[src/logic/uartPkg.sv]
`default_nettype none

package uartPkg;

	// register index, taken from adr[3:2]
	localparam logic [1:0] RegData = 2'd0;	// tx push on write, rx pop on read
	localparam logic [1:0] RegStat = 2'd1;	// read only
	localparam logic [1:0] RegCmd  = 2'd2;
	localparam logic [1:0] RegCtrl = 2'd3;	// word length + divisor

	localparam int WordLenW = 4;
	localparam int DivW = 16;	// divisor lives in ctrl[31:16]

	// command register bits, parity code in 7:5 with bit 5 as enable
	localparam int CmdRxIeBit = 0;
	localparam int CmdTxIeBit = 1;
	localparam int CmdLoopBit = 4;

	// codes as seen in cmd[7:5]
	typedef enum logic [2:0] {
		parNone  = 3'b000,
		parOdd   = 3'b001,
		parEven  = 3'b011,
		parMark  = 3'b101,	// forced 1
		parSpace = 3'b111	// forced 0
	} ParityE;

	typedef struct packed {
		logic [7:0] data;
		logic parityErr;
		logic frameErr;
	} RxEntryT;

	// status word bit positions
	localparam int statRxAvail   = 0;
	localparam int statTxEmpty   = 1;
	localparam int statTxFull    = 2;
	localparam int statParityErr = 3;	// flags of rx head entry
	localparam int statFrameErr  = 4;
	localparam int statIrq       = 5;

	// parity bit for the frame, acc is xor of all data bits
	function automatic logic parityBit(input ParityE par, input logic acc);
		case (par)
			parOdd:  return ~acc;
			parEven: return acc;
			parMark: return 1'b1;
			default: return 1'b0;	// space
		endcase
	endfunction

endpackage

`default_nettype wire

[src/logic/uartFifo.sv]
`timescale 1ns/1ps
`default_nettype none

module uartFifo #(
	parameter type PayloadT = logic [7:0],
	parameter int Depth = 8
) (
	input  logic    clk_i,
	input  logic    rst_i,
	input  logic    push_i,
	input  PayloadT din_i,
	input  logic    pop_i,
	output PayloadT dout_o,
	output logic    empty_o,
	output logic    full_o
);

	localparam int PtrW = (Depth > 1) ? $clog2(Depth) : 1;
	localparam int CntW = $clog2(Depth + 1);

	PayloadT mem [Depth];
	logic [PtrW-1:0] wrPtr;
	logic [PtrW-1:0] rdPtr;
	logic [CntW-1:0] count;	// entries held
	logic doPush;
	logic doPop;

	// wrap by compare so Depth need not be a power of two
	function automatic logic [PtrW-1:0] nextPtr(input logic [PtrW-1:0] p);
		return (p == PtrW'(Depth - 1)) ? '0 : p + 1'b1;
	endfunction

	assign doPush = push_i & ~full_o;	// drop when full
	assign doPop = pop_i & ~empty_o;
	assign empty_o = (count == '0);
	assign full_o = (count == CntW'(Depth));
	assign dout_o = mem[rdPtr];	// head always visible

	always_ff @(posedge clk_i) begin
		if (doPush)
			mem[wrPtr] <= din_i;
	end

	always_ff @(posedge clk_i) begin
		if (rst_i) begin
			wrPtr <= '0;
			rdPtr <= '0;
			count <= '0;
		end else begin
			if (doPush)
				wrPtr <= nextPtr(wrPtr);
			if (doPop)
				rdPtr <= nextPtr(rdPtr);
			if (doPush & ~doPop)
				count <= count + 1'b1;
			else if (doPop & ~doPush)
				count <= count - 1'b1;
		end
	end

endmodule

`default_nettype wire

[src/logic/uartRegDecode.sv]
`timescale 1ns/1ps
`default_nettype none

module uartRegDecode import uartPkg::*; #(
	parameter logic [DivW-1:0] ResetDiv = 16'd27
) (
	input  logic                clk_i,
	input  logic                rst_i,
	input  logic                cyc_i,
	input  logic                stb_i,
	input  logic                we_i,
	input  logic [3:2]          adr_i,
	input  logic [31:0]         dat_i,
	output logic                ack_o,
	output logic                txPush_o,
	output logic [7:0]          txByte_o,
	output logic                rxPop_o,
	output logic [1:0]          rdSel_o,
	output logic                rdStrobe_o,
	output logic [WordLenW-1:0] wordLen_o,
	output ParityE              parity_o,
	output logic                loopback_o,
	output logic                rxIe_o,
	output logic                txIe_o,
	output logic [DivW-1:0]     divisor_o,
	output logic [31:0]         cmd_o,
	output logic [31:0]         ctrl_o
);

	logic req;	// new request, not yet acked
	logic wrReq;
	logic rdReq;
	logic popPend;	// data read waiting for its ack cycle
	logic [31:0] cmdReg;
	logic [31:0] ctrlReg;

	// ------------------------------------------------------------------
	// wishbone classic handshake
	// ------------------------------------------------------------------
	assign req = cyc_i & stb_i & ~ack_o;
	assign wrReq = req & we_i;
	assign rdReq = req & ~we_i;

	always_ff @(posedge clk_i) begin
		if (rst_i) begin
			ack_o <= 1'b0;
			popPend <= 1'b0;
		end else begin
			ack_o <= req;	// single cycle, never stalls
			popPend <= rdReq & (adr_i == RegData);
		end
	end

	// strobes toward fifos and read mux
	assign txPush_o = wrReq & (adr_i == RegData);	// fifo drops it if full
	assign txByte_o = dat_i[7:0];
	assign rxPop_o = popPend;	// pop lands on the ack cycle
	assign rdStrobe_o = rdReq;
	assign rdSel_o = adr_i;

	// ------------------------------------------------------------------
	// command and control registers
	// ------------------------------------------------------------------
	always_ff @(posedge clk_i) begin
		if (rst_i) begin
			cmdReg <= '0;	// irqs off, no loopback, no parity
			ctrlReg <= {ResetDiv, 16'h0000};	// 8 bit words
		end else if (wrReq) begin
			if (adr_i == RegCmd)
				cmdReg <= dat_i;
			else if (adr_i == RegCtrl)
				ctrlReg <= dat_i;
		end
	end

	assign rxIe_o = cmdReg[CmdRxIeBit];
	assign txIe_o = cmdReg[CmdTxIeBit];
	assign loopback_o = cmdReg[CmdLoopBit];
	// bit 5 clear means no parity whatever 7:6 hold
	assign parity_o = cmdReg[5] ? ParityE'(cmdReg[7:5]) : parNone;

	// 00=8 01=7 10=6 11=5
	assign wordLen_o = WordLenW'(8) - WordLenW'(ctrlReg[6:5]);
	assign divisor_o = ctrlReg[31:16];

	assign cmd_o = cmdReg;	// raw words for readback
	assign ctrl_o = ctrlReg;

endmodule

`default_nettype wire

[src/logic/uartBaudGen.sv]
`timescale 1ns/1ps
`default_nettype none

module uartBaudGen import uartPkg::*; (
	input  logic            clk_i,
	input  logic            rst_i,
	input  logic [DivW-1:0] divisor_i,
	output logic            tick_o
);

	logic [DivW-1:0] cnt;
	logic [DivW:0] cntNext;	// one bit wider, no wrap at max divisor

	assign cntNext = {1'b0, cnt} + 1'b1;

	// divisor of 0 or 1 ticks every clock
	always_ff @(posedge clk_i) begin
		if (rst_i) begin
			cnt <= '0;
			tick_o <= 1'b0;
		end else if (cntNext >= {1'b0, divisor_i}) begin
			cnt <= '0;
			tick_o <= 1'b1;	// 16x bit rate
		end else begin
			cnt <= cntNext[DivW-1:0];
			tick_o <= 1'b0;
		end
	end

endmodule

`default_nettype wire

[src/logic/uartTx.sv]
`timescale 1ns/1ps
`default_nettype none

module uartTx import uartPkg::*; (
	input  logic                clk_i,
	input  logic                rst_i,
	input  logic                tick_i,
	input  logic [7:0]          byte_i,
	input  logic                fifoEmpty_i,
	input  logic [WordLenW-1:0] wordLen_i,
	input  ParityE              parity_i,
	input  logic                loopback_i,
	output logic                pop_o,
	output logic                txd_o,
	output logic                txLine_o,
	output logic                busy_o
);

	typedef enum logic [2:0] {TxIdle, TxStart, TxData, TxParity, TxStop} TxStateE;

	TxStateE state;
	logic [3:0] tickCnt;	// 16 ticks per bit
	logic [WordLenW-1:0] bitCnt;
	logic [7:0] shiftReg;
	logic parAcc;	// running xor of data bits sent
	logic txLine;
	logic bitDone;
	logic lastBit;

	assign pop_o = (state == TxIdle) & tick_i & ~fifoEmpty_i;	// start on a tick
	assign bitDone = tick_i & (tickCnt == 4'd15);
	assign lastBit = (bitCnt == WordLenW'(wordLen_i - 1'b1));
	assign busy_o = (state != TxIdle);
	assign txLine_o = txLine;
	assign txd_o = loopback_i ? 1'b1 : txLine;	// pin parked while looped back

	always_ff @(posedge clk_i) begin
		if (rst_i) begin
			state <= TxIdle;
			tickCnt <= '0;
			bitCnt <= '0;
			txLine <= 1'b1;
		end else begin
			if (tick_i)
				tickCnt <= tickCnt + 4'd1;
			case (state)
				TxIdle: if (pop_o) begin
					state <= TxStart;
					tickCnt <= '0;
					txLine <= 1'b0;	// start bit
				end
				TxStart: if (bitDone) begin
					state <= TxData;
					bitCnt <= '0;
					txLine <= shiftReg[0];	// lsb first
				end
				TxData: if (bitDone) begin
					if (!lastBit) begin
						bitCnt <= bitCnt + 1'b1;
						txLine <= shiftReg[1];
					end else if (parity_i == parNone) begin
						state <= TxStop;
						txLine <= 1'b1;
					end else begin
						state <= TxParity;
						txLine <= parityBit(parity_i, parAcc);
					end
				end
				TxParity: if (bitDone) begin
					state <= TxStop;
					txLine <= 1'b1;
				end
				TxStop: if (bitDone)
					state <= TxIdle;	// line stays high
				default: state <= TxIdle;
			endcase
		end
	end

	// data path, byte loaded at pop and shifted per bit
	always_ff @(posedge clk_i) begin
		if (pop_o)
			shiftReg <= byte_i;
		else if ((state == TxData) && bitDone)
			shiftReg <= shiftReg >> 1;
		if ((state == TxStart) && bitDone)
			parAcc <= shiftReg[0];
		else if ((state == TxData) && bitDone && !lastBit)
			parAcc <= parAcc ^ shiftReg[1];
	end

endmodule

`default_nettype wire

[src/logic/uartRx.sv]
`timescale 1ns/1ps
`default_nettype none

module uartRx import uartPkg::*; (
	input  logic                clk_i,
	input  logic                rst_i,
	input  logic                tick_i,
	input  logic                rxd_i,
	input  logic                txLine_i,
	input  logic                loopback_i,
	input  logic [WordLenW-1:0] wordLen_i,
	input  ParityE              parity_i,
	output logic                push_o,
	output RxEntryT             entry_o
);

	typedef enum logic [2:0] {RxIdle, RxStart, RxData, RxParity, RxStop} RxStateE;

	RxStateE state;
	logic [1:0] rxSync;	// two flop synchronizer
	logic rxPrev;	// for start edge
	logic rxLine;
	logic [3:0] tickCnt;
	logic [WordLenW-1:0] bitCnt;
	logic [7:0] shiftReg;	// fills from the top
	logic parAcc;
	logic parErr;
	logic midBit;	// tick 8 of the bit
	logic endBit;

	assign rxLine = rxSync[1];
	assign midBit = tick_i & (tickCnt == 4'd7);
	assign endBit = tick_i & (tickCnt == 4'd15);

	// ------------------------------------------------------------------
	// line select and sync
	// ------------------------------------------------------------------
	always_ff @(posedge clk_i) begin
		if (rst_i) begin
			rxSync <= 2'b11;	// idle high
			rxPrev <= 1'b1;
		end else begin
			rxSync <= {rxSync[0], loopback_i ? txLine_i : rxd_i};
			rxPrev <= rxLine;
		end
	end

	// ------------------------------------------------------------------
	// frame FSM
	// ------------------------------------------------------------------
	always_ff @(posedge clk_i) begin
		if (rst_i) begin
			state <= RxIdle;
			tickCnt <= '0;
			bitCnt <= '0;
			push_o <= 1'b0;
		end else begin
			push_o <= 1'b0;
			if (tick_i)
				tickCnt <= tickCnt + 4'd1;
			case (state)
				RxIdle: if (rxPrev & ~rxLine) begin	// falling edge
					state <= RxStart;
					tickCnt <= '0;
				end
				RxStart: begin
					if (midBit & rxLine)
						state <= RxIdle;	// glitch, not a start bit
					else if (endBit) begin
						state <= RxData;
						bitCnt <= '0;
					end
				end
				RxData: if (endBit) begin
					if (bitCnt == WordLenW'(wordLen_i - 1'b1))
						state <= (parity_i == parNone) ? RxStop : RxParity;
					else
						bitCnt <= bitCnt + 1'b1;
				end
				RxParity: if (endBit)
					state <= RxStop;
				RxStop: if (midBit) begin
					state <= RxIdle;	// early exit, resync on next edge
					push_o <= 1'b1;
				end
				default: state <= RxIdle;
			endcase
		end
	end

	// samples, parity check and the finished entry
	always_ff @(posedge clk_i) begin
		if (state == RxStart) begin
			parAcc <= 1'b0;
			parErr <= 1'b0;
		end
		if (midBit) begin
			case (state)
				RxData: begin
					shiftReg <= {rxLine, shiftReg[7:1]};
					parAcc <= parAcc ^ rxLine;
				end
				RxParity: parErr <= (rxLine != parityBit(parity_i, parAcc));
				RxStop: begin
					entry_o.data <= shiftReg >> (WordLenW'(8) - wordLen_i);	// right align
					entry_o.parityErr <= parErr;
					entry_o.frameErr <= ~rxLine;	// stop bit read low
				end
				default: ;
			endcase
		end
	end

endmodule

`default_nettype wire

[src/logic/uartReadMux.sv]
`timescale 1ns/1ps
`default_nettype none

module uartReadMux import uartPkg::*; (
	input  logic        clk_i,
	input  logic        rst_i,
	input  logic [1:0]  rdSel_i,
	input  logic        rdStrobe_i,
	input  RxEntryT     rxEntry_i,	// rx fifo head
	input  logic        rxEmpty_i,
	input  logic        txEmpty_i,
	input  logic        txBusy_i,
	input  logic        txFull_i,
	input  logic        rxIe_i,
	input  logic        txIe_i,
	input  logic [31:0] cmd_i,
	input  logic [31:0] ctrl_i,
	output logic [31:0] dat_o,
	output logic        irq_o
);

	logic txIdle;	// nothing queued, nothing on the line
	logic irqNext;
	logic [31:0] statWord;

	assign txIdle = txEmpty_i & ~txBusy_i;
	assign irqNext = (rxIe_i & ~rxEmpty_i) | (txIe_i & txIdle);	// level irq

	always_comb begin
		statWord = '0;
		statWord[statRxAvail] = ~rxEmpty_i;
		statWord[statTxEmpty] = txIdle;
		statWord[statTxFull] = txFull_i;
		statWord[statParityErr] = ~rxEmpty_i & rxEntry_i.parityErr;
		statWord[statFrameErr] = ~rxEmpty_i & rxEntry_i.frameErr;
		statWord[statIrq] = irq_o;
	end

	always_ff @(posedge clk_i) begin
		if (rst_i)
			irq_o <= 1'b0;
		else
			irq_o <= irqNext;
	end

	// captured on the request cycle, valid with ack
	always_ff @(posedge clk_i) begin
		if (rdStrobe_i) begin
			case (rdSel_i)
				RegData: dat_o <= {24'h000000, rxEntry_i.data};
				RegStat: dat_o <= statWord;
				RegCmd:  dat_o <= cmd_i;
				default: dat_o <= ctrl_i;	// RegCtrl
			endcase
		end
	end

endmodule

`default_nettype wire

[src/logic/uartTop.sv]
`timescale 1ns/1ps
`default_nettype none

module uartTop import uartPkg::*; #(
	parameter int FifoDepth = 8,
	parameter logic [DivW-1:0] ResetDiv = 16'd27
) (
	input  logic        clk_i,
	input  logic        rst_i,
	input  logic        cyc_i,
	input  logic        stb_i,
	input  logic        we_i,
	input  logic [3:0]  adr_i,	// word addressed, 1:0 not decoded
	input  logic [31:0] dat_i,
	input  logic [3:0]  sel_i,	// full word access only, lanes not decoded
	output logic [31:0] dat_o,
	output logic        ack_o,
	input  logic        rxd_i,
	output logic        txd_o,
	output logic        irq_o
);

	logic txPush, rxPop, rdStrobe, loopback, rxIe, txIe;
	logic [7:0] txByte;
	logic [7:0] txHead;
	logic [1:0] rdSel;
	logic [WordLenW-1:0] wordLen;
	ParityE parity;
	logic [DivW-1:0] divisor;
	logic [31:0] cmdWord, ctrlWord;
	logic baudTick;
	logic txEmpty, txFull, txPop, txBusy, txLine;
	logic rxPush, rxEmpty;
	RxEntryT rxEntryIn, rxHead;

	uartRegDecode #(.ResetDiv(ResetDiv)) regDec0 (
		.clk_i, .rst_i, .cyc_i, .stb_i, .we_i, .adr_i(adr_i[3:2]), .dat_i, .ack_o,
		.txPush_o(txPush), .txByte_o(txByte), .rxPop_o(rxPop), .rdSel_o(rdSel),
		.rdStrobe_o(rdStrobe), .wordLen_o(wordLen), .parity_o(parity),
		.loopback_o(loopback), .rxIe_o(rxIe), .txIe_o(txIe), .divisor_o(divisor),
		.cmd_o(cmdWord), .ctrl_o(ctrlWord)
	);

	uartBaudGen baud0 (.clk_i, .rst_i, .divisor_i(divisor), .tick_o(baudTick));

	// ------------------------------------------------------------------
	// transmit side
	// ------------------------------------------------------------------
	uartFifo #(.PayloadT(logic [7:0]), .Depth(FifoDepth)) txFifo0 (
		.clk_i, .rst_i, .push_i(txPush), .din_i(txByte), .pop_i(txPop),
		.dout_o(txHead), .empty_o(txEmpty), .full_o(txFull)
	);

	uartTx tx0 (
		.clk_i, .rst_i, .tick_i(baudTick), .byte_i(txHead), .fifoEmpty_i(txEmpty),
		.wordLen_i(wordLen), .parity_i(parity), .loopback_i(loopback),
		.pop_o(txPop), .txd_o, .txLine_o(txLine), .busy_o(txBusy)
	);

	// ------------------------------------------------------------------
	// receive side, overflow entries are lost in the fifo
	// ------------------------------------------------------------------
	uartRx rx0 (
		.clk_i, .rst_i, .tick_i(baudTick), .rxd_i, .txLine_i(txLine),
		.loopback_i(loopback), .wordLen_i(wordLen), .parity_i(parity),
		.push_o(rxPush), .entry_o(rxEntryIn)
	);

	uartFifo #(.PayloadT(RxEntryT), .Depth(FifoDepth)) rxFifo0 (
		.clk_i, .rst_i, .push_i(rxPush), .din_i(rxEntryIn), .pop_i(rxPop),
		.dout_o(rxHead), .empty_o(rxEmpty), .full_o()
	);

	uartReadMux rdMux0 (
		.clk_i, .rst_i, .rdSel_i(rdSel), .rdStrobe_i(rdStrobe), .rxEntry_i(rxHead),
		.rxEmpty_i(rxEmpty), .txEmpty_i(txEmpty), .txBusy_i(txBusy), .txFull_i(txFull),
		.rxIe_i(rxIe), .txIe_i(txIe), .cmd_i(cmdWord), .ctrl_i(ctrlWord),
		.dat_o, .irq_o
	);

endmodule

`default_nettype wire

[config.mk]
export PLATFORM = sky130hd
export DESIGN_NAME = uartTop
export DESIGN_NICKNAME = d
export VERILOG_FILES = /design/src/logic/uartPkg.sv /design/src/logic/uartFifo.sv /design/src/logic/uartRegDecode.sv /design/src/logic/uartBaudGen.sv /design/src/logic/uartTx.sv /design/src/logic/uartRx.sv /design/src/logic/uartReadMux.sv /design/src/logic/uartTop.sv
export SDC_FILE = /design/constraint.sdc
export NUM_CORES = 1
export LEC_CHECK = 0
export CORE_ASPECT_RATIO = 2
export CORE_UTILIZATION = 45
export CTS_BUF_LIST = sky130_fd_sc_hd__clkbuf_8
export DETAILED_ROUTE_END_ITERATION = 8
export DONT_BUFFER_PORTS = 1
export GPL_TIMING_DRIVEN = 0
export SLEW_MARGIN = 20
export SYNTH_ARGS = -nofsm -noshare
export SYNTH_HDL_FRONTEND = slang
export SYNTH_HIERARCHICAL = 1
export SYNTH_SLANG_ARGS = --single-unit
[constraint.sdc]
create_clock -name clk_i -period 3.5 [get_ports clk_i]
set_input_delay 0.525 -clock clk_i [delete_from_list [all_inputs] [get_ports clk_i]]
set_output_delay 0.525 -clock clk_i [all_outputs]
set_load 0.005 [all_outputs]
==> Word-level counts from Yosys, hierarchy flattened <==
Memory sizes are Yosys's and may differ from the RTL's. A register that Yosys moved wholly into a read port is not among the register bits.
Cells that the tools add are included.
{ "word_totals": {"output_inout_bits": 35, "regBits": 192, "mem_bits_rw": 144, "n_memories": 2, "word_cells": 242, "in_bits": 46} }
{ "mem_list": {"columns": ["memory", "depth", "width", "rd", "rd_ports_with_merged_regs", "wr", "line", "source"], "rows": [
  ["rxFifo0.mem", 8, 10, 1, 1, 1, "uartFifo.sv:21", "PayloadT mem [Depth];"],
  ["txFifo0.mem", 8, 8, 1, 1, 1, "uartFifo.sv:21", null]
]} }
{ "op_classes": {"magnitude_cmp": 1, "n_eq_ne": 42, "n_mux": 74, "bitwise_logic": 45, "n_reduce_logical": 29, "shift": 1, "add_sub_neg": 16} }
{ "ops": {"columns": ["cell", "count"], "rows": [
  ["$pmux W32 S3", 1],
  ["$mux W3", 23],
  ["$mux W4", 17],
  ["$pmux W3 S5", 2],
  ["$and A1 B1 Y1", 26],
  ["$add A4 B1 Y4 const B", 6],
  ["$mux W1", 24],
  ["$ne A2 B1 Y1 const B", 11],
  ["$eq A3 B3 Y1 const B", 7],
  ["$add A16 B1 Y17 const B", 1],
  ["$ge A17 B16 Y1", 1],
  ["$eq A4 B4 Y1 const B", 4],
  ["$mux W8", 2],
  ["$not A1 Y1", 16],
  ["$pmux W4 S2", 2],
  ["$eq A3 B2 Y1 const B", 5],
  ["$add A3 B1 Y3 const B", 4],
  ["$reduce_and A6 Y1", 2],
  ["$reduce_bool A2 Y1", 6],
  ["$sub A4 B1 Y4 const B", 3],
  ["$reduce_and A5 Y1", 2],
  ["$eq A3 B1 Y1 const B", 3],
  ["$logic_not A3 Y1", 3],
  ["$eq A4 B4 Y1", 2],
  ["23 further kinds", 35]
]} }

==> Depth between registers and ports, before layout <==
{ "depth": {"depth_word": 9, "depth_mapped": 14, "depth_no_buf": 12} }

==> Hierarchy <==
Netlist, hierarchy kept.
{ "modules_own_cells": {"columns": ["mod", "seq_area_each_um2", "area_per_inst_um2", "instances", "cells_each"], "rows": [
  ["uartFifo at rxFifo0", 2662.6, 3683.5, 1, 191],
  ["uartFifo at txFifo0", 2182.1, 3159.3, 1, 169],
  ["uartRegDecode", 1321.3, 3009.1, 1, 333],
  ["uartRx", 880.8, 1793.0, 1, 170],
  ["uartReadMux", 980.9, 1667.8, 1, 114],
  ["uartBaudGen", 340.3, 1226.2, 1, 131],
  ["uartTx", 510.5, 1218.7, 1, 141]
]} }

==> Worst setup path before layout <==
OpenSTA, ideal clock, no wires.
{ "synth_timing": {"path_type": "reg2reg", "from": "register baud0.tick_o", "to": "register txFifo0.count[3]", "slack_ps": 603, "arrival_ps": 2777, "path_stages_with_launch": 15, "synth_period_minus_slack_ps": 2897, "path_cell_list": "dfxtp_1 > buf_4 > nor3b_1 > nand2_1 > buf_2 > inv_1 > buf_2 > o41ai_4 > ha_1 > inv_1 > ha_1 > a21oi_1 > a211oi_1 > a31oi_1 > mux2_2"} }
{ "synth_via": {"elab_chain_cells": 6, "word_cells_on_any_way": 8} }
{ "synth_lines": {"columns": ["element", "line", "source"], "rows": [
  ["from (decl)", "uartBaudGen.sv:8", "output logic tick_o"],
  ["from (signal assigned)", "uartBaudGen.sv:20", "tick_o <= 1'b0;"],
  ["from (signal assigned)", "uartBaudGen.sv:23", "tick_o <= 1'b1;"],
  ["from (signal assigned)", "uartBaudGen.sv:26", "tick_o <= 1'b0;"],
  ["$and A1 B1 Y1 (*) (2 in series)", "uartTx.sv:30", "assign pop_o = (state == TxIdle) & tick_i & ~fifoEmpty_i;"],
  ["net txPop", "uartTop.sv:32", "logic txEmpty, txFull, txPop, txBusy, txLine;"],
  ["$and A1 B1 Y1 (*)", "uartFifo.sv:34", "assign doPop = pop_i & ~empty_o;"],
  ["$not A1 Y1", "uartFifo.sv:54", "if (doPush & ~doPop)"],
  ["$and A1 B1 Y1", "uartFifo.sv:54", null],
  ["$mux W4 / $reduce_bool A2 Y1 (equally long branches)", null, null],
  ["to (signal assigned)", "uartFifo.sv:55", "count <= count + 1'b1;"],
  ["to (signal assigned)", "uartFifo.sv:57", "count <= count - 1'b1;"],
  ["to (decl)", "uartFifo.sv:24", "logic [CntW-1:0] count;"]
]} }
The timed path passes the listed nets; every way through them passes the cells marked *.
A chain may end at the register's enable or synchronous reset.

==> Final worst setup path <==
{ "layout_timing": {"from": "register txFifo0.count[0]", "to": "register txFifo0.count[3]"} }
{ "layout_via": {"elab_chain_cells": 7, "word_cells_on_any_way": 16} }
{ "layout_lines": {"columns": ["element", "line", "source"], "rows": [
  ["$logic_not A4 Y1 (*)", "uartFifo.sv:35", "assign empty_o = (count == '0);"],
  ["net txEmpty", "uartTop.sv:32", null],
  ["$not A1 Y1 (*)", "uartTx.sv:30", null],
  ["$and A1 B1 Y1 (*)", "uartTx.sv:30", null],
  ["net txPop", "uartTop.sv:32", null],
  ["$and A1 B1 Y1 (*)", "uartFifo.sv:34", null],
  ["$not A1 Y1", "uartFifo.sv:54", null],
  ["$and A1 B1 Y1", "uartFifo.sv:54", null],
  ["$mux W4 / $reduce_bool A2 Y1 (equally long branches)", null, null]
]} }
The timed path passes the listed nets; every way through them passes the cells marked *. The select of a mux whose other input is x is not followed.

==> metrics.txt <==
CTS tree=yes; Met2 Wirelength=20400 um; vias in the first global route=10100; fin crit period=3.27 ns; Min-Delay Startpoint=rst_i; Syn Nets=1335; Final Cycle Share=0.933; Slew headroom=0.294; R2R Setup Slk=0.23 ns; Initial DRT Pass Iterations=5; status=complete, no violations; die height=267 um; hpwl dp=26500 um; layout cell share with drive strength beyond 1=0.179; clock root cell=clkbuf_8; H-tree depth=2; Critical Path AT=3.76 ns; highest metal used=met4; Leakage=6.33 nW; Initial Utilization=0.458; met3 WL post-DR=1290 um; maximum fanout along the worst path=10; port bufs=0; placed cells=1701; RR Endpoint=txFifo0/count[3]; Layout area overhead=11.3%; Setup CP Type=reg2reg; Yosys warnings=6; RePlAce Congestion=0.814; DIE AREA=35800 um^2; nets=1400; worst min path class=in2reg; Routed WL=36100 um; f_max=306 MHz; Post-Syn Instances=1248; Ports=81; DR iter-0 viols=436; DR vias/cell=5.42; largest net degree at the start of global routing=19; R2R depth=14; Sum Neg Setup Slack=0 ns; Final Power=7.96 mW; CTS clk-pin slew, worst paths=0.07 ns; fillers=3066; Finished Cell Area=17500 um^2; GRT overflow=0; initial antenna violation count=1; dpl cell area=16500 um^2; WHS Endpoint=baud0/tick_o; latest clock arrival within the worst-skew pair=0.60 ns; Die W=134 um; Mean Syn Cell Area=12.6 um^2; M1 WL=12900 um; via count=9729; fin cells=1795; DR WL/cell=20.1 um; CP required=3.99 ns; core area=34400 um^2; CTS Buf Count=48; reg2reg start=txFifo0/count[0]; CTS sink cnt=342; Final Max Tran Viols=0; Cell Area, Synth=15800 um^2; global-route wire length before repair=55700 um; Worst Clk Skew=0.0319 ns; Slew @ Worst Pin=1.06 ns; most frequent cells in the layout=edfxtp_1 (203), dfxtp_1 (137), nand2b_1 (76); Total GRT Usage=0.206; Max-Cap Viols=0; CTS Buffer Depth=3; Hold Vio Cnt, Final=0; Post-DRT Antenna Nets=0; PwrDens=454 nW/um^2; setup bufs post-CTS=0; Final setup viols=0; Rows=96; hold depth=1; Worst setup SP type=flop; commonest non-fill, non-tap cell in the layout=edfxtp_1; Max VDD drop=0.367 mV; Residual DRC=0; crit path capture type=flop
-- worst max path at each step --
stage	to	from	cells past startpoint
detailed placement	txFifo0/count[3]	stb_i	13
global placement	txFifo0/mem[0][1]	stb_i	6
finish	txFifo0/count[3]	txFifo0/count[0]	14
floorplan	txFifo0/count[3]	baud0/tick_o	14
global route	txFifo0/count[3]	txFifo0/count[0]	14
CTS	txFifo0/count[3]	baud0/tick_o	14
-- power by group --
part	internal, mW	total [mW]	switching (mW)
Sequential	4.28	4.31	0.0326
Combinational	0.175	0.466	0.290
Clock	1.65	3.18	1.53
Total	6.11	7.96	1.85
-- sequential cells by signal, indices dropped and copies added, names as in the netlist, 8 cells and up, named ones only --
name,cells
baud0/cnt,16
rdMux0/dat_o,32
regDec0/cmd_o,32
regDec0/ctrl_o,32
rx0/entry_o,10
rx0/shiftReg,8
rxFifo0/mem,80
tx0/shiftReg,8
txFifo0/mem,64
-- metrics by stage --
stage	hold WS, ns	setup slack [ns]	utilization
finish	0.0482	0.234	0.510
global route	0.0144	-0.00860	0.510
CTS	0.00996	0.115	0.510
detailed placement	0.392	-0.0965	0.480
global placement	0.396	-0.419	0.475
floorplan	0.389	0.603	-
-- layout make-up --
class	count	area, um^2	area share
buffer	95	613	0.0350
inverter	40	150	0.00857
antenna	2	5.00	0.000286
tap	441	552	0.0315
sequential	342	8880	0.507
timing repair buffer	15	155	0.00885
clock inverter	31	181	0.0104
clock buffer	58	798	0.0455
multi-input combinational	771	6190	0.353
-- routing by layer --
metal,GRT usage,vias to the layer above
met3,0.0342,88
met2,0.404,208
met1,0.206,4783
met5,0,-
met4,0.0975,0
li1,-,4650
-- critical path, cell delays in order (launching register included) --
cell and delay, ns:
dfxtp_1 0.53, nor4_2 0.12, nor3b_1 0.23, nand2_1 0.10
buf_2 0.20, inv_1 0.10, buf_2 0.27, o41ai_4 0.17
ha_1 0.22, inv_1 0.13, ha_1 0.29, a21oi_1 0.20
a211oi_1 0.09, a31oi_1 0.16, mux2_2 0.34
-- repair_timing --
item / 4_1_cts / 5_1_grt
pin swaps: 0 / 0
resized for setup: 1 / 4
hold endpoints to repair: 2 / 0
hold buffers: 3 / 0
setup endpoints to repair: 1 / 1
gates cloned: 0 / 0
(Power assumes the default switching activity.)
